<file path="config.mk">
export PLATFORM = sky130hd
export DESIGN_NAME = control_unit
export DESIGN_NICKNAME = d
export VERILOG_FILES = /design/src/rtl/ctrl_pkg.sv /design/src/rtl/call_seq.sv /design/src/rtl/control_unit.sv /design/src/rtl/instr_decoder.sv /design/src/rtl/int_seq.sv /design/src/rtl/ret_seq.sv /design/src/rtl/rti_seq.sv
export VERILOG_INCLUDE_DIRS = /design/src /design/src/rtl
export SDC_FILE = /design/constraint.sdc
export NUM_CORES = 1
export LEC_CHECK = 0
export BUFFER_PORTS_ARGS = -buffer_cell sky130_fd_sc_hd__buf_2
export CAP_MARGIN = 20
export CORE_ASPECT_RATIO = 1.4
export CORE_MARGIN = 2
export CORE_UTILIZATION = 40
export CTS_BUF_LIST = sky130_fd_sc_hd__clkbuf_2
export CTS_CLUSTER_SIZE = 24
export DETAILED_ROUTE_END_ITERATION = 8
export HOLD_SLACK_MARGIN = 0.03
export PLACE_DENSITY_LB_ADDON = 0.1
export SYNTH_ARGS = -nofsm -noshare
export SYNTH_HDL_FRONTEND = slang
export SYNTH_HIERARCHICAL = 1
export SYNTH_SLANG_ARGS = --single-unit
</file>
<file path="constraint.sdc">
create_clock -name clk -period 2.86 [get_ports clk]
set_input_delay 0.286 -clock clk [delete_from_list [all_inputs] [get_ports clk]]
set_output_delay 0.286 -clock clk [all_outputs]
set_load 0.03 [all_outputs]
</file>
<file path="src/rtl/ctrl_params.svh">
`ifndef CTRL_PARAMS_SVH
`define CTRL_PARAMS_SVH

// instruction opcode width
`define OPC_W 5

// one-operand and flag instructions
`define OPC_NOP   5'b00000
`define OPC_SETC  5'b00001
`define OPC_CLRC  5'b00010
`define OPC_NOT   5'b00011
`define OPC_INC   5'b00100
`define OPC_DEC   5'b00101
`define OPC_OUT   5'b00110
`define OPC_PUSH  5'b00111

// two-operand and immediate instructions
`define OPC_IADD  5'b01101
`define OPC_SHIFT 5'b01110
`define OPC_IN    5'b01111

// memory instructions
`define OPC_POP   5'b10000
`define OPC_LDM   5'b10001
`define OPC_LDD   5'b10010
`define OPC_STD   5'b10011

// control transfer handled by the sequencers
`define OPC_CALL  5'b11000
`define OPC_RET   5'b11001
`define OPC_RTI   5'b11010

`endif

</file>
<file path="src/rtl/ctrl_pkg.sv">
`include "ctrl_params.svh"

package ctrl_pkg;

  // instruction opcode as seen in decode
  typedef logic [`OPC_W-1:0] opcode_t;

  // the ALU operation is the opcode itself
  typedef logic [`OPC_W-1:0] alu_op_t;

  // second ALU operand
  // 00 register, 01 immediate, 10 LDM immediate
  typedef logic [1:0] alu_src_t;

  // next PC source
  // 00 PC+1, 01 reset vector, 10 interrupt vector, 11 call target
  typedef logic [1:0] pc_sel_t;

  // word written to the stack
  // 00 register, 01 PC word 1, 10 PC word 2, 11 flags
  typedef logic [1:0] mem_data_sel_t;

  typedef enum logic [1:0] {
    CALL_IDLE,
    CALL_PUSH_PC1,
    CALL_PUSH_PC2,
    CALL_LOAD_PC
  } call_state_t;

  typedef enum logic [1:0] {
    RET_IDLE,
    RET_POP_PC2,
    RET_POP_PC1
  } ret_state_t;

  typedef enum logic [1:0] {
    RTI_IDLE,
    RTI_POP_CCR,
    RTI_POP_PC2,
    RTI_POP_PC1
  } rti_state_t;

  typedef enum logic [2:0] {
    INT_IDLE,
    INT_ACK,
    INT_WAIT,
    INT_FREEZE,
    INT_PUSH_PC1,
    INT_PUSH_PC2,
    INT_PUSH_CCR,
    INT_VECTOR
  } int_state_t;

endpackage

</file>
<file path="src/rtl/call_seq.sv">
`timescale 1ns/1ps

module call_seq (
  input  logic              clk,
  input  logic              rst,
  input  logic              call,
  input  logic              hold,
  output logic              busy,
  output logic              push_pc1,
  output logic              push_pc2,
  output logic              freeze_pc,
  output logic              freeze_cu,
  output ctrl_pkg::pc_sel_t pc_sel
);

  import ctrl_pkg::*;

  call_state_t state;
  call_state_t state_nxt;

  always_ff @(posedge clk or posedge rst)
  begin
    if (rst)
      state <= CALL_IDLE;
    else
      state <= state_nxt;
  end

  always_comb
  begin
    state_nxt = state;
    case (state)
      CALL_IDLE:
        if (call && !hold)
          state_nxt = CALL_PUSH_PC1;
      CALL_PUSH_PC1:
        state_nxt = CALL_PUSH_PC2;
      CALL_PUSH_PC2:
        state_nxt = CALL_LOAD_PC;
      default:
        state_nxt = CALL_IDLE;
    endcase
  end

  // return address goes out as two words, then the target is loaded
  assign busy      = (state != CALL_IDLE);
  assign push_pc1  = (state == CALL_PUSH_PC1);
  assign push_pc2  = (state == CALL_PUSH_PC2);
  assign freeze_pc = busy;
  assign freeze_cu = busy;
  assign pc_sel    = (state == CALL_LOAD_PC) ? 2'b11 : 2'b00;

endmodule

</file>
<file path="src/rtl/control_unit.sv">
`timescale 1ns/1ps

module control_unit (
  input  logic                    clk,
  input  logic                    rst,
  input  logic                    interrupt,
  input  logic                    load_use,
  input  ctrl_pkg::opcode_t       opcode,
  output ctrl_pkg::alu_op_t       alu_op,
  output ctrl_pkg::alu_src_t      alu_src,
  output logic                    reg_write,
  output logic                    mem_read,
  output logic                    mem_write,
  output logic                    mem_to_reg,
  output logic                    ldm,
  output logic                    stack,
  output logic                    branch,
  output logic                    port_read,
  output logic                    port_write,
  output ctrl_pkg::mem_data_sel_t mem_data_sel,
  output ctrl_pkg::pc_sel_t       pc_sel,
  output logic                    pop_pc1,
  output logic                    pop_pc2,
  output logic                    pop_ccr,
  output logic                    int_ack,
  output logic                    fetch_pc_enable,
  output logic                    freeze_cu
);

  import ctrl_pkg::*;

  logic    dec_mem_read, dec_mem_write, dec_stack;
  logic    is_call, is_ret, is_rti;
  logic    call_busy, call_push_pc1, call_push_pc2, call_freeze_pc, call_freeze_cu;
  logic    ret_busy, ret_pop_pc1, ret_pop_pc2, ret_freeze_pc, ret_freeze_cu;
  logic    rti_busy, rti_pop_pc1, rti_pop_pc2, rti_pop_ccr, rti_freeze_pc, rti_freeze_cu;
  logic    int_busy, int_push_pc1, int_push_pc2, int_push_ccr, int_freeze_pc, int_freeze_cu;
  logic    seq_busy, seq_hold, int_hold;
  logic    seq_push, seq_pop;
  pc_sel_t call_pc_sel, int_pc_sel;

  instr_decoder decoder_i (
    .opcode(opcode), .alu_op(alu_op), .alu_src(alu_src), .reg_write(reg_write),
    .mem_read(dec_mem_read), .mem_write(dec_mem_write), .mem_to_reg(mem_to_reg),
    .ldm(ldm), .stack(dec_stack), .branch(branch), .port_read(port_read),
    .port_write(port_write), .is_call(is_call), .is_ret(is_ret), .is_rti(is_rti)
  );

  // an interrupt request outranks any sequencer trigger in decode
  assign seq_busy = call_busy || ret_busy || rti_busy || int_busy;
  assign seq_hold = seq_busy || interrupt;
  assign int_hold = call_busy || ret_busy || rti_busy;

  call_seq call_seq_i (
    .clk(clk), .rst(rst), .call(is_call), .hold(seq_hold), .busy(call_busy),
    .push_pc1(call_push_pc1), .push_pc2(call_push_pc2), .freeze_pc(call_freeze_pc),
    .freeze_cu(call_freeze_cu), .pc_sel(call_pc_sel)
  );

  ret_seq ret_seq_i (
    .clk(clk), .rst(rst), .ret(is_ret), .hold(seq_hold), .busy(ret_busy),
    .pop_pc1(ret_pop_pc1), .pop_pc2(ret_pop_pc2), .freeze_pc(ret_freeze_pc),
    .freeze_cu(ret_freeze_cu)
  );

  rti_seq rti_seq_i (
    .clk(clk), .rst(rst), .rti(is_rti), .hold(seq_hold), .busy(rti_busy),
    .pop_ccr(rti_pop_ccr), .pop_pc1(rti_pop_pc1), .pop_pc2(rti_pop_pc2),
    .freeze_pc(rti_freeze_pc), .freeze_cu(rti_freeze_cu)
  );

  int_seq int_seq_i (
    .clk(clk), .rst(rst), .interrupt(interrupt), .hold(int_hold), .ldm(ldm),
    .load_use(load_use), .busy(int_busy), .int_ack(int_ack), .push_pc1(int_push_pc1),
    .push_pc2(int_push_pc2), .push_ccr(int_push_ccr), .freeze_pc(int_freeze_pc),
    .freeze_cu(int_freeze_cu), .pc_sel(int_pc_sel)
  );

  // stack traffic requested by the sequencers
  assign seq_push = call_push_pc1 || call_push_pc2 || int_push_pc1 || int_push_pc2
                    || int_push_ccr;
  assign seq_pop  = ret_pop_pc1 || ret_pop_pc2 || rti_pop_ccr || rti_pop_pc1 || rti_pop_pc2;

  assign mem_write = dec_mem_write || seq_push;
  assign mem_read  = dec_mem_read || seq_pop;
  assign stack     = dec_stack || seq_push || seq_pop;

  assign mem_data_sel = (call_push_pc1 || int_push_pc1) ? 2'b01 :
                        (call_push_pc2 || int_push_pc2) ? 2'b10 :
                        int_push_ccr                    ? 2'b11 : 2'b00;

  assign pop_pc1 = ret_pop_pc1 || rti_pop_pc1;
  assign pop_pc2 = ret_pop_pc2 || rti_pop_pc2;
  assign pop_ccr = rti_pop_ccr;

  // sequencers are idle in reset, so this reads as the reset vector
  assign pc_sel = call_pc_sel | int_pc_sel | {1'b0, rst};

  assign freeze_cu = load_use || call_freeze_cu || ret_freeze_cu || rti_freeze_cu
                     || int_freeze_cu;
  assign fetch_pc_enable = !(call_freeze_pc || ret_freeze_pc || rti_freeze_pc
                             || int_freeze_pc);

endmodule

</file>
<file path="src/rtl/instr_decoder.sv">
`timescale 1ns/1ps
`include "ctrl_params.svh"

module instr_decoder (
  input  ctrl_pkg::opcode_t  opcode,
  output ctrl_pkg::alu_op_t  alu_op,
  output ctrl_pkg::alu_src_t alu_src,
  output logic               reg_write,
  output logic               mem_read,
  output logic               mem_write,
  output logic               mem_to_reg,
  output logic               ldm,
  output logic               stack,
  output logic               branch,
  output logic               port_read,
  output logic               port_write,
  output logic               is_call,
  output logic               is_ret,
  output logic               is_rti
);

  // opcode goes straight through as the ALU operation
  assign alu_op = opcode;

  always_comb
  begin
    alu_src    = 2'b00;
    reg_write  = 1'b0;
    mem_read   = 1'b0;
    mem_write  = 1'b0;
    mem_to_reg = 1'b0;
    ldm        = 1'b0;
    stack      = 1'b0;
    branch     = 1'b0;
    port_read  = 1'b0;
    port_write = 1'b0;
    is_call    = 1'b0;
    is_ret     = 1'b0;
    is_rti     = 1'b0;
    case (opcode) inside
      `OPC_NOT, `OPC_INC, `OPC_DEC:
        reg_write = 1'b1;
      `OPC_OUT:
        port_write = 1'b1;
      `OPC_PUSH:
      begin
        mem_write = 1'b1;
        stack     = 1'b1;
      end
      // register-register group, no named opcodes of its own here
      [5'b01000:5'b01100]:
        reg_write = 1'b1;
      `OPC_IADD, `OPC_SHIFT:
      begin
        reg_write = 1'b1;
        alu_src   = 2'b01;
      end
      `OPC_IN:
      begin
        reg_write = 1'b1;
        port_read = 1'b1;
      end
      `OPC_POP:
      begin
        reg_write  = 1'b1;
        mem_read   = 1'b1;
        mem_to_reg = 1'b1;
        stack      = 1'b1;
      end
      `OPC_LDM:
      begin
        reg_write = 1'b1;
        ldm       = 1'b1;
        alu_src   = 2'b10;
      end
      `OPC_LDD:
      begin
        reg_write  = 1'b1;
        mem_read   = 1'b1;
        mem_to_reg = 1'b1;
      end
      `OPC_STD:
        mem_write = 1'b1;
      // all conditional and unconditional jumps
      5'b101??:
        branch = 1'b1;
      `OPC_CALL:
        is_call = 1'b1;
      `OPC_RET:
        is_ret = 1'b1;
      `OPC_RTI:
        is_rti = 1'b1;
      // NOP, SETC, CLRC and the reserved codes drive nothing
      default:
        ;
    endcase
  end

endmodule

</file>
<file path="src/rtl/int_seq.sv">
`timescale 1ns/1ps

module int_seq (
  input  logic              clk,
  input  logic              rst,
  input  logic              interrupt,
  input  logic              hold,
  input  logic              ldm,
  input  logic              load_use,
  output logic              busy,
  output logic              int_ack,
  output logic              push_pc1,
  output logic              push_pc2,
  output logic              push_ccr,
  output logic              freeze_pc,
  output logic              freeze_cu,
  output ctrl_pkg::pc_sel_t pc_sel
);

  import ctrl_pkg::*;

  int_state_t state;
  int_state_t state_nxt;
  logic       pushing;

  always_ff @(posedge clk or posedge rst)
  begin
    if (rst)
      state <= INT_IDLE;
    else
      state <= state_nxt;
  end

  always_comb
  begin
    state_nxt = state;
    case (state)
      INT_IDLE:
        if (interrupt && !hold)
          state_nxt = INT_ACK;
      // an LDM or load-use stall in flight needs one more cycle to settle
      INT_ACK:
        state_nxt = (ldm || load_use) ? INT_WAIT : INT_FREEZE;
      INT_WAIT:
        state_nxt = INT_FREEZE;
      INT_FREEZE:
        state_nxt = INT_PUSH_PC1;
      INT_PUSH_PC1:
        state_nxt = INT_PUSH_PC2;
      INT_PUSH_PC2:
        state_nxt = INT_PUSH_CCR;
      INT_PUSH_CCR:
        state_nxt = INT_VECTOR;
      default:
        state_nxt = INT_IDLE;
    endcase
  end

  assign busy     = (state != INT_IDLE);
  assign int_ack  = (state == INT_ACK);
  assign push_pc1 = (state == INT_PUSH_PC1);
  assign push_pc2 = (state == INT_PUSH_PC2);
  assign push_ccr = (state == INT_PUSH_CCR);
  assign pushing  = push_pc1 || push_pc2 || push_ccr;

  // fetch stops first so the pipeline drains, decode stops once pushes start
  assign freeze_pc = (state == INT_FREEZE) || pushing || (state == INT_VECTOR);
  assign freeze_cu = pushing || (state == INT_VECTOR);
  assign pc_sel    = (state == INT_VECTOR) ? 2'b10 : 2'b00;

endmodule

</file>
<file path="src/rtl/ret_seq.sv">
`timescale 1ns/1ps

module ret_seq (
  input  logic clk,
  input  logic rst,
  input  logic ret,
  input  logic hold,
  output logic busy,
  output logic pop_pc1,
  output logic pop_pc2,
  output logic freeze_pc,
  output logic freeze_cu
);

  import ctrl_pkg::*;

  ret_state_t state;
  ret_state_t state_nxt;

  always_ff @(posedge clk or posedge rst)
  begin
    if (rst)
      state <= RET_IDLE;
    else
      state <= state_nxt;
  end

  // high word comes off the stack first
  always_comb
  begin
    state_nxt = state;
    case (state)
      RET_IDLE:
        if (ret && !hold)
          state_nxt = RET_POP_PC2;
      RET_POP_PC2:
        state_nxt = RET_POP_PC1;
      default:
        state_nxt = RET_IDLE;
    endcase
  end

  assign busy      = (state != RET_IDLE);
  assign pop_pc2   = (state == RET_POP_PC2);
  assign pop_pc1   = (state == RET_POP_PC1);
  assign freeze_pc = busy;
  assign freeze_cu = busy;

endmodule

</file>
<file path="src/rtl/rti_seq.sv">
`timescale 1ns/1ps

module rti_seq (
  input  logic clk,
  input  logic rst,
  input  logic rti,
  input  logic hold,
  output logic busy,
  output logic pop_ccr,
  output logic pop_pc1,
  output logic pop_pc2,
  output logic freeze_pc,
  output logic freeze_cu
);

  import ctrl_pkg::*;

  rti_state_t state;
  rti_state_t state_nxt;

  always_ff @(posedge clk or posedge rst)
  begin
    if (rst)
      state <= RTI_IDLE;
    else
      state <= state_nxt;
  end

  // unwinds the interrupt frame in reverse push order
  always_comb
  begin
    state_nxt = state;
    case (state)
      RTI_IDLE:
        if (rti && !hold)
          state_nxt = RTI_POP_CCR;
      RTI_POP_CCR:
        state_nxt = RTI_POP_PC2;
      RTI_POP_PC2:
        state_nxt = RTI_POP_PC1;
      default:
        state_nxt = RTI_IDLE;
    endcase
  end

  assign busy      = (state != RTI_IDLE);
  assign pop_ccr   = (state == RTI_POP_CCR);
  assign pop_pc2   = (state == RTI_POP_PC2);
  assign pop_pc1   = (state == RTI_POP_PC1);
  // every busy cycle is a stack read
  assign freeze_pc = busy;
  assign freeze_cu = busy;

endmodule
</file>
==> results of run 1 <==
-- per-layer routing --
metal | track usage (%) | vias up | wire, microns
li1 | - | 433 | -
met1 | 14.8 | 384 | 822
met2 | 26.4 | 23 | 1160
met3 | 1.13 | 2 | 80
met4 | 5.21 | 0 | 5
met5 | 0 | - | 0
-- cells in the final DEF (no fill, tap or decap), types with 2 or more instances in the layout --
cell type	instances
and2b_1	2
xnor2_1	2
and3_1	2
or3_1	4
dfrtp_1	9
nor2b_1	4
nand2b_1	2
nor2_1	9
inv_1	12
nand2_1	7
xor2_1	2
a31oi_1	2
ha_1	8
nor4_1	3
mux2_4	2
nor3b_1	2
clkbuf_2	4
or2_2	2
nand2b_4	2
nand2_2	2
buf_2	34
nor3_1	9
-- what timing repair did --
action,4_1_cts,5_1_grt
endpoints found under the setup margin,0,0
endpoints found under the hold margin,9,0
hold buffers,1,0
-- through the flow --
stage | cell area [sq um] | hold slack [ns] | setup WS [ns] | instances | total power [mW]
4_1_cts | 1120 | 0.325 | 0.604 | 176 | 1.20
6_report | 1120 | 0.341 | 0.616 | 176 | 1.18
5_1_grt | 1120 | 0.343 | 0.506 | 176 | 1.28
3_5_place_dp | 1090 | 0.185 | 0.637 | 171 | 1.11
2_1_floorplan | 1040 | 0.0272 | 0.722 | 124 | 0.996
3_3_place_gp | 1090 | 0.182 | 0.703 | 171 | 1.09
-- flip-flops by register name (all words and copies together), names as in the netlist --
name              flops
int_seq_i/state       3
ret_seq_i/state       2
call_seq_i/state      2
rti_seq_i/state       2
-- cells in the mapped netlist, types with 3 or more instances --
cell	number	area, sq um
nor4_1	3	18.8
buf_4	16	120
nand2_1	7	26.3
buf_2	3	15.0
ha_1	8	100
inv_1	12	45.0
dfrtp_1	9	225
nor2_1	9	33.8
or3_1	4	25.0
nor3_1	9	45.0
nor2b_1	4	25.0
-- worst reg2reg max path, delay by kind of cell, from the launching register on --
kind                     cells  cell delay (ns)
AND/OR/NAND/NOR              4             1.00
flip-flops                   1             0.42
multiplexers                 1             0.29
adder cells (fa/ha/maj)      1             0.23
buffers and inverters        2             0.20
-- logic make-up (layout without fill, tap and decap cells) --
logic type | Yosys count | in the layout | share of synthesized area [%]
compound gates | 8 | 8 | 7.25
xor+xnor | 4 | 4 | 3.38
fa+ha+maj | 8 | 8 | 9.66
buf+inv | 33 | 51 | 19.3
flops | 9 | 9 | 21.7
mux | 3 | 3 | 3.99
other cells | 1 | 1 | 0.362
simple gates | 58 | 58 | 34.3
-- power breakdown --
group	leakage, nW	switching [mW]	internal (mW)
registers	0.111	0.0878	0.182
logic	0.485	0.500	0.329
clock network	0.0166	0.0420	0.0372
total	0.612	0.630	0.549
-- worst max-delay path by stage --
stage,startpoint,to,slack [ns],cells after the start
global route,call_seq_i/state[0],rti_seq_i/state[1],0.51,8
floorplan,call_seq_i/state[0],fetch_pc_enable,0.72,5
CTS,call_seq_i/state[0],rti_seq_i/state[1],0.60,8
global placement,call_seq_i/state[0],rti_seq_i/state[1],0.70,8
detailed placement,call_seq_i/state[0],rti_seq_i/state[1],0.64,8
finish,call_seq_i/state[0],rti_seq_i/state[1],0.62,8
-- area by class of cell --
class	count	area (sq um)	share of cell area, %
multi-input cells	82	611	54.3
flip-flops and latches	9	225	20.0
repair buffers	35	180	16.0
inverters	12	45.0	4.01
well taps	34	42.5	3.79
clock buffers	4	20.0	1.78
==> summary.md, run 1 <==
The tools report the number of DRC violations after detailed routing as 0. The CTS H-tree depth is 1. For the worst setup path, the data required time is 2.98 ns. The buffer levels on the longest clock path is 2. The path with the worst hold slack has its endpoint at int_seq_i/state[0]. STA classifies the critical path endpoint as a flip-flop.

For the total global routing track utilization, the log shows 14.0%. Counting flops with an async set or reset pin after synthesis yields a share of 100%. Setup violations remaining at the end of the flow were counted as 0. The number of buffer cells added on primary ports was 34. Synthesis handed over a netlist of 124 instances. The worst register-to-register path has a depth of 8. Measured along the y axis, the die boundary spans 64.2 microns.

TritonCTS built the clock tree. The number of buffers and inverters on the critical path works out to 2. For the worst setup path, the data arrival time is 2.36 ns. The tools report the post-synthesis instance area as 1040 sq um. For flop-to-flop paths, the worst setup slack is 0.62 ns. Sequential cells were found to cover 21.7% of the synthesized design area.

For this design the top-level I/O count stands at 35. The total of fill cells in the finished design is 270, and the area added between synthesis and finish is 8.45%. The worst path in the final design needs a cycle of 2.24 ns, including I/O delays and setup. The CTS sink count is 9, and the synthesis-stage register bit count is 9. The number of max-capacitance violations reported came out at 0. Entering global routing, the biggest net connects 12 pins. The class of the tightest hold or removal check was input pin to flip-flop. For the later-pin clock latency in the skew report, the log shows 0.24 ns. For this design the ratio of total power to cell area is 1050 nW/um^2. The largest fanout on the critical path is 4, and the clock transition at the register clock pins on the worst setup and hold paths after CTS is 0.09 ns. The congestion estimate from routability-driven global placement came to 0.706. Row generation in the floorplan step produced 21 rows. The tools report the worst reg2reg path startpoint as call_seq_i/state[0]. The number of buffers inserted during clock tree synthesis is 3, and the total count of max-transition violations in the final report is 0. The buffer cell driving the clock tree root was clkbuf_2. The logs give 0 for the number of antenna violations at the first check in global routing and 0 for the residual overflow from global routing. By startpoint and endpoint, the worst setup path is classified as flip-flop to flip-flop. The transition at the pin with the smallest max-transition slack came out at 0.502 ns. The first-pass detailed-route iteration total was 2. The clock arrives with 0.00954 ns of skew. For this run, the slowest stage of the critical path takes 0.42 ns. The net count of the finished layout is 160. In this run the critical register-to-register path is captured at rti_seq_i/state[1]. The routed wirelength normalized by instance count works out to 11.7 microns. Headroom to the max-slew limit came out at 66.2%. The detail route stage leaves a number of antenna-violating nets equal to 0.

The hold-critical path depth is 3. In this run the most critical hold path is launched from load_use. The average instance in the mapped netlist occupies 8.35 sq um. After clock tree synthesis, the repair step resized 0 gates.

The buffer count from post-CTS setup fixing was 0. For the global-route wire length before repair, the log shows 3.17 mm. The analysis attributes to cell leakage a power of 0.612 nW. The total area inside the core boundary comes to 2420 sq um.

For the total vias in the final route, the log shows 842. STA classifies the critical path startpoint as a flip-flop. The die covers 3020 sq um. After synthesis, the netlist uses 40 different library cells. The share of cells above drive strength 1 is 37.3%, and the horizontal die dimension is 47.0 microns.

The run gives 779 as the number of global-route vias before repair. The detailed router finished its first iteration with 24 violations. The starting density of the core was 42.9%.

The flow ran to the end, and the final reports show no timing, DRC or antenna violations. The post-route fraction of the period consumed by the critical path is 78.5%. Across the VDD grid, the largest voltage drop is 0.533 mV. Timing would allow up to 0.446 GHz.

After detailed routing, the total wire length is 2.07 mm. In this run, synthesis inferred 0 flip-flops with an integrated enable. The sum of net half-perimeters after detailed placement was 1.76 mm. Critical path's top delay family: simple AND/OR/NAND/NOR gates.

Setup repair after global routing left no endpoint under its margin. The setup TNS is 0 ns, and the via density per instance is 4.78. The Yosys warning count is 6, and the net count of the mapped netlist is 141. Cells fill 46.5% of the core in the end. The repair_antennas step left the layout with diodes totalling 0.

The most used flip-flop cell after synthesis is dfrtp_1. For this design, the slowest cell found on the critical path is dfrtp_1. The count of endpoints failing hold in the final timing report came out at 0. Traced cell by cell, the critical path runs through inv_1, ha_1, inv_1, or3_1, or3_1, nand2b_4, nand2_2, mux2_4.
(Power assumes the default switching activity.)
==> inputs of run 2 (changes only) <==
Settings changed: ABC_AREA set to 1.
Clock period 2.86 ns to 2.3 ns, I/O delays scaled along.
==> summary.md, run 2 <==
The number of flops mapped to enable cells by yosys came out at 0 (unchanged). The most frequently used cell type in the post-synthesis netlist is nand2_1. For the CTS H-tree depth, the log shows 1 (unchanged). The worst hold margin was 0.288 ns (-0.0530 ns); the synthesis-stage register bit count was 9 (unchanged). The depth of the worst register-to-register path was 10 (+2). The logs give 0 (unchanged) for the number of antenna violations at the first check in global routing and 0.523 GHz for the highest achievable clock rate. The flow ran to the end, and the final reports show no timing, DRC or antenna violations.

Area share of fa/ha/maj cells after synthesis: 9.47% (-0.19 points). The highest-utilization routing layer at the global route stage was met2. The via density per instance was 4.47 (-6.7%); the share of synthesized area spent on multiplexers was 0% (-4.0 points).

The synthesized area per cell is 6.11 sq um (-27%), and the later-pin clock latency in the skew report is 0.25 ns (about the same). For the CTS sink count, the log shows 9 (unchanged). The area share of xor/xnor cells in the synthesized design was 0% (-3.4 points); the number of flip-flops in the largest register was 3 (unchanged).

The net count of the mapped netlist is 190 (+35%). The logs give 23 (-43%) for the number of distinct library cells after synthesis and 0.759 (+7.4%) for the placer's final routability congestion estimate. For the Yosys warning count, the log shows 6 (unchanged). The area added between synthesis and finish was 12.2%; the maximum single-stage delay on the critical path was 0.41 ns (about the same).

Among all stages on the critical path, the largest delay is contributed by dfrtp_1. Buffer count from post-CTS setup fixing: 0 (unchanged). The run gives 0 (unchanged) as the residual overflow from global routing.

The post-route cell area was 1190 sq um (+5.6%). Leaving out fill and tap cells, the most frequent cell in the layout is nand2_1. The total vias in the final route is 1036 (+23%). The run gives 2560 sq um (+5.9%) as the core area. For the pre-CTS setup slack, the log shows 0.673 ns (+0.0365 ns). The largest fanout on the critical path is 4 (unchanged), and the number of buffer cells added on primary ports is 34 (unchanged).

The cell type contributing the most total cell area after synthesis was dfrtp_1. The logs give 2.07 ns (-0.91 ns) for the required arrival time at the worst endpoint and 1.68 ns (-0.68 ns) for the arrival time at the worst endpoint. The post-cts sizing count was 0 (unchanged); the count of endpoints failing hold in the final timing report was 0 (unchanged).

The number of placed I/O pins came out at 35 (unchanged). The portion of synthesized cell area occupied by the leading cell type is 21.3% (-0.44 points). The buffer levels on the longest clock path is 2 (unchanged).

The worst path uses 83.1% of the clock period. The tools report the number of global-route vias before repair as 954 (+22%). The tools report the met2 usage in global routing as 29.4% (+3.0 points). The class of the tightest hold or removal check is input pin to flip-flop. The run gives 3080 sq um (+1.9%) as the die area.

For the post-layout net count, the log shows 214 (+34%). In this design, the critical path's most frequently occurring cell is nor2_1. The sum of net half-perimeters after detailed placement is 1.94 mm (+10%). The tree is rooted in a clkbuf_2. The tools report the number of max-capacitance violations reported as 0 (unchanged). Number of nets with antenna violations after detailed routing: 0 (unchanged).

The overall power is 1.49 mW (+27%). The critical path goes through inv_1, ha_1, nor2_1, nand2_1, nor2_1, nand3_1, buf_2. Pin count of the biggest net entering global routing: 10 (-2). The tools report the cell count after synthesis as 173 (+40%).

Yosys attributes the largest share of cell area to dfrtp_1, nand2_1, inv_1. Most flop-heavy register: int_seq_i/state. The starting density of the core is 41.3% (-1.6 points), and the share of the synthesized area in compound gates (AO/OA/AOI/OAI) is 2.96% (-4.3 points). The commonest cells after synthesis are nand2_1, inv_1, nor2_1, buf_4, nand3_1.

For the total global routing track utilization, the log shows 17.0% (+3.0 points). The post-route minimum period is 1.91 ns, and the clock transition at the register clock pins on the worst setup and hold paths after CTS is 0.11 ns (+0.02 ns). The routed wirelength normalized by instance count is 9.68 microns (-18%).

The run gives 3.06% (+1.9 points) as the met3 capacity usage during global routing. Among all flip-flop cells after synthesis, the most frequent one is dfrtp_1. The simple-gate portion of the synthesized area came out at 39.6% (+5.3 points). The total count of max-transition violations in the final report is 0 (unchanged), and the post-synthesis instance area is 1060 sq um (+2.1%).

TritonCTS built the clock tree. The tools report the sum of routed wire length over all layers as 2.25 mm (+8.7%). The share of cells above drive strength 1 is 27.6% (-9.8 points). The setup violation total in the final timing report was 0 (unchanged). In the layout the commonest cells are nand2_1, inv_1, buf_2.

STA classifies the critical path endpoint as an output pin. The antenna diode count is 0 (unchanged). The standard-cell row count is 22 (+4.8%).

The worst setup margin came out at 0.389 ns (-0.227 ns). Number of buffers inserted during clock tree synthesis: 3 (unchanged). The clock tree skew after final layout came out at 0.00564 ns (-0.00391 ns). The number of DRC violations after detailed routing came out at 0 (unchanged). The met1 usage in global routing is 19.3% (+4.4 points). The horizontal die dimension works out to 47.5 microns (+0.94%). The largest family of logic cells by synthesized area was simple AND/OR/NAND/NOR gates. The run gives 0.630 mV (+18%) as the peak ir drop on the vdd network. The y dimension of the die works out to 64.8 microns (+0.96%).

The power density relative to cell area was 1260 nW/um^2 (+20%); the async set or reset register ratio after synthesis was 100% (unchanged). The setup TNS was 0 ns (unchanged). The worst setup path is of the flip-flop to output pin kind. The post-synthesis sequential area ratio is 21.3% (-0.44 points), and the first-pass detailed-route iteration total is 4 (+2).

The tools report the kind of start point of the critical path as a flip-flop. Hold-critical path depth: 5 (+2). Setup repair after global routing left no endpoint under its margin. The number of hold buffers added after CTS was 1 (unchanged). Area of placed instances: 1160 sq um (+5.7%). The total leakage power came out at 0.778 nW (+27%). The logs give 3.86 mm (+22%) for the global-route wire length before repair and 6 (-75%) for the starting DRC count in detailed routing.
-- run 2: cell types whose count changed after synthesis, sizes merged, moves of 3 or more --
| cell | delta |
|---|---|
| buf | -5 |
| or3 | -3 |
| nand2b | -4 |
| nor3 | -4 |
| nor2 | +13 |
| nor2b | -4 |
| inv | +31 |
| nand3 | +12 |
| mux2 | -3 |
| nand2 | +34 |
-- run 2: through the flow --
| step | utilization, % | instances |
|---|---|---|
| after global placement | 45.2 | 227 |
| after floorplan | - | 173 |
| after CTS | 46.3 | 232 |
| final | 46.3 | 232 |
| after detailed placement | 45.2 | 227 |
| after global routing | 46.3 | 232 |
-- run 2: logic make-up (layout without fill, tap and decap cells) --
kind of cell	after synthesis	in the layout
and+or+nand+nor	91	91
buffers and inverters	59	82
DFF	9	9
adders and majority gates	8	8
AOI/OAI and AO/OA	5	5
other	1	1
-- run 2: worst paths after layout --
check / start / endpoint / slack [ns]
max: rti_seq_i/state[0] / stack / 0.39
min: interrupt / int_seq_i/state[0] / 0.29
max reg2reg: call_seq_i/state[1] / call_seq_i/state[1] / 0.69
min reg2reg: ret_seq_i/state[1] / ret_seq_i/state[1] / 0.48
max in group asynchronous: rst / int_seq_i/state[2] / 1.74
min in group asynchronous: rst / rti_seq_i/state[1] / 0.40
-- run 2: layout make-up --
cell class                 instances  area [sq um]
timing repair buffer              35           180
inverter                          43           161
fill                             295          1370
tap                               36          45.0
clock buffer                       4          20.0
multi-input combinational        105           554
sequential                         9           225
-- run 2: power by group --
group / switching [mW] / total (mW) / internal, mW / leakage [nW]
logic: 0.721 / 1.07 / 0.347 / 0.649
clock network: 0.0615 / 0.108 / 0.0462 / 0.0166
registers: 0.0893 / 0.315 / 0.226 / 0.112
-- run 2: routing by layer --
layer	up-vias	routed length, microns
met4	0	31
met5	-	0
met3	4	135
li1	547	-
met2	33	1100
met1	452	981
-- run 2: worst max-delay path: cells and delay by family, from the launching register on --
kind / cells / cell delay (ns)
fa+ha+maj: 1 / 0.21
buf+inv: 2 / 0.28
flops: 1 / 0.41
simple gates: 4 / 0.53
==> inputs of run 3 (changes only) <==
Clock period 2.3 ns to 2 ns, I/O delays scaled along.
==> summary.md, run 3 (synthesis results as in run 2) <==
In this design, the largest share of critical-path delay is due to buffers and inverters. The tools report the endpoint class of the critical path as an output pin. The tools report the worst hold path startpoint as interrupt.

The tools report the kind of start point of the critical path as a flip-flop. The number of placed I/O pins was 35 (unchanged); the largest fanout on the critical path was 5 (+1). For hold timing, the worst endpoint is int_seq_i/state[0].

Area of placed instances: 1160 sq um (+0.54%). The highest achievable clock rate was 0.547 GHz; the CTS sink count was 9 (unchanged). Post-route fraction of the period consumed by the critical path: 91.5%. The number of buffer cells added on primary ports was 34 (unchanged); the setup violation total in the final timing report was 0 (unchanged). The number of flip-flops in the largest register works out to 3 (unchanged).

TritonCTS built the clock tree. The residual overflow from global routing is 0 (unchanged). The signal on the critical path passes through inv_1, ha_1, inv_1, nor4_2, buf_2. Via density per instance: 4.43 (-0.87%). The startpoint identified for the worst register-to-register timing path is call_seq_i/state[0].

The tools report the endpoint of the lowest-slack register-to-register path as call_seq_i/state[0]. Counting stages on the worst path, the most repeated cell is inv_1. The slack of the worst reg-to-reg path was 0.41 ns (-0.28 ns). Relative to the synthesized area, the layout overhead comes to 13.0%. The number of max-capacitance violations reported is 0 (unchanged). The run gives 0 ns (unchanged) as the setup TNS. The logs give 0 (unchanged) for the count of endpoints failing hold in the final timing report and 0 (unchanged) for the number of nets with antenna violations after detailed routing. The total vias in the final route is 1027 (-0.87%), and the number of antenna violations at the first check in global routing is 0 (unchanged). The critical path in this run is classified as flip-flop to output pin. The starting DRC count in detailed routing was 11 (+5); the total leakage power was 0.778 nW (about the same). The run gives 913 (-4.3%) as the number of global-route vias before repair. The logs give 1.71 mW (+15%) for the overall power and 1.80 ns (-0.27 ns) for the required arrival time at the worst endpoint. int_seq_i/state holds more flip-flops than any other register. The clock transition at the register clock pins on the worst setup and hold paths after CTS is 0.12 ns (about the same). Standard-cell row count: 22 (unchanged). The tools report the total count of max-transition violations in the final report as 0 (unchanged). Power density relative to cell area: 1430 nW/um^2 (+14%).

Placer's final routability congestion estimate: 0.803 (+5.9%). The core area is 2560 sq um (unchanged), and the post-route minimum period is 1.83 ns. The top cell types in the final layout, fill and taps aside, are nand2_1, inv_1, buf_2. The hold-critical path depth was 5 (unchanged); the post-route cell area was 1190 sq um (+0.74%). The number of DRC violations after detailed routing was 0 (unchanged). The total global routing track utilization was 16.4% (-0.54 points); the post-layout net count was 214 (unchanged). For the worst hold margin, the log shows 0.252 ns (-0.0361 ns). The run gives 0 (unchanged) as the antenna diode count. For the clock tree skew after final layout, the log shows 0.0126 ns (+0.00693 ns). Worst setup margin: 0.170 ns (-0.219 ns).

The later-pin clock latency in the skew report was 0.26 ns (about the same); the y dimension of the die was 64.8 microns (unchanged). The buffer count from post-CTS setup fixing is 0 (unchanged). Leaving out fill and tap cells, the most frequent cell in the layout is nand2_1. The arrival time at the worst endpoint is 1.63 ns (-0.05 ns). The tools report the buffer cell driving the clock tree root as clkbuf_2.

The depth of the worst register-to-register path was 10 (unchanged). For the die area, the log shows 3080 sq um (unchanged). Master of the slowest instance on the critical path: dfrtp_1. The pre-CTS setup slack is 0.404 ns (-0.269 ns). The run gives 1.92 mm (-1.0%) as the sum of net half-perimeters after detailed placement. The peak ir drop on the vdd network came out at 0.695 mV (+10%). The buffer levels on the longest clock path is 2 (unchanged).

Setup repair after global routing left no endpoint under its margin. For the global-route wire length before repair, the log shows 3.57 mm (-7.5%). The horizontal die dimension came out at 47.5 microns (unchanged). The first-pass detailed-route iteration total came out at 5 (+1).

The CTS H-tree depth was 1 (unchanged). The number of buffers inserted during clock tree synthesis is 3 (unchanged). The maximum single-stage delay on the critical path is 0.43 ns (+0.02 ns). The pin count of the biggest net entering global routing is 10 (unchanged), and the sum of routed wire length over all layers is 2.19 mm (-2.6%).

Number of buffers and inverters on the critical path: 3 (+1). The class of the tightest hold or removal check was input pin to flip-flop. The share of cells above drive strength 1 is 28.6% (+1.0 points). For the starting density of the core, the log shows 41.3% (unchanged).

The routed wirelength normalized by instance count works out to 9.43 microns (-2.6%). The flow ran to the end, and the final reports show no timing, DRC or antenna violations.
==> run 3: cell count changes in the layout (fill, tap and decap cells not counted), sizes merged <==
cell / before / now
clkinv: 0 / 1
clkbuf: 4 / 3
==> run 3: worst register-to-register path: stages, from the launching register on <==
cell     delay [ns]
dfrtp_1        0.43
inv_1          0.10
ha_1           0.23
inv_1          0.10
nor3_1         0.22
nand2_1        0.12
inv_1          0.07
nand2_1        0.08
nand2_1        0.09
nand2_1        0.05
nand2_1        0.05
==> run 3: how the worst max path moves through the flow <==
stage | startpoint | depth (start not counted) | to | slack (ns)
finish | call_seq_i/state[0] | 5 | fetch_pc_enable | 0.17
global placement | call_seq_i/state[1] | 9 | call_seq_i/state[1] | 0.46
global route | rti_seq_i/state[1] | 5 | fetch_pc_enable | 0.04
CTS | rti_seq_i/state[0] | 7 | stack | 0.12
floorplan | call_seq_i/state[0] | 5 | fetch_pc_enable | 0.29
detailed placement | call_seq_i/state[0] | 10 | call_seq_i/state[0] | 0.40
==> run 3: report_power, final <==
| part | switching, mW | internal, mW | leakage (nW) | total [mW] |
|---|---|---|---|---|
| Sequential | 0.101 | 0.260 | 0.112 | 0.361 |
| Clock | 0.0749 | 0.0453 | 0.0164 | 0.120 |
| Combinational | 0.823 | 0.405 | 0.650 | 1.23 |
==> run 3: metrics by stage <==
stage	instances	util, %
after floorplan	173	-
after global placement	227	45.4
after detailed placement	227	45.4
after CTS	232	46.6
after global routing	232	46.7
final	232	46.7
==> run 3: routing by layer <==
layer	share of wire, %	track usage [%]	wire length (microns)	vias up
met1	40	16.7	880	456
met5	0	0	0	-
met2	55	29.7	1200	25
met3	3.9	3.34	86	2
met4	0.91	7.29	20	0
li1	-	-	-	544
==> run 3: area by class of cell <==
cell class / instances / area (sq um)
clock buffer: 3 / 15.0
clock inverter: 1 / 5.00
fill: 302 / 1370
inverter: 43 / 161
multi-input combinational: 105 / 563
sequential: 9 / 225
tap: 36 / 45.0
timing repair buffer: 35 / 180
==> run 3: repair_timing <==
item                                    4_1_cts  5_1_grt
endpoints found under the hold margin         9        0
endpoints found under the setup margin        0        1
gates resized for setup                       0        1
hold buffers                                  1        0
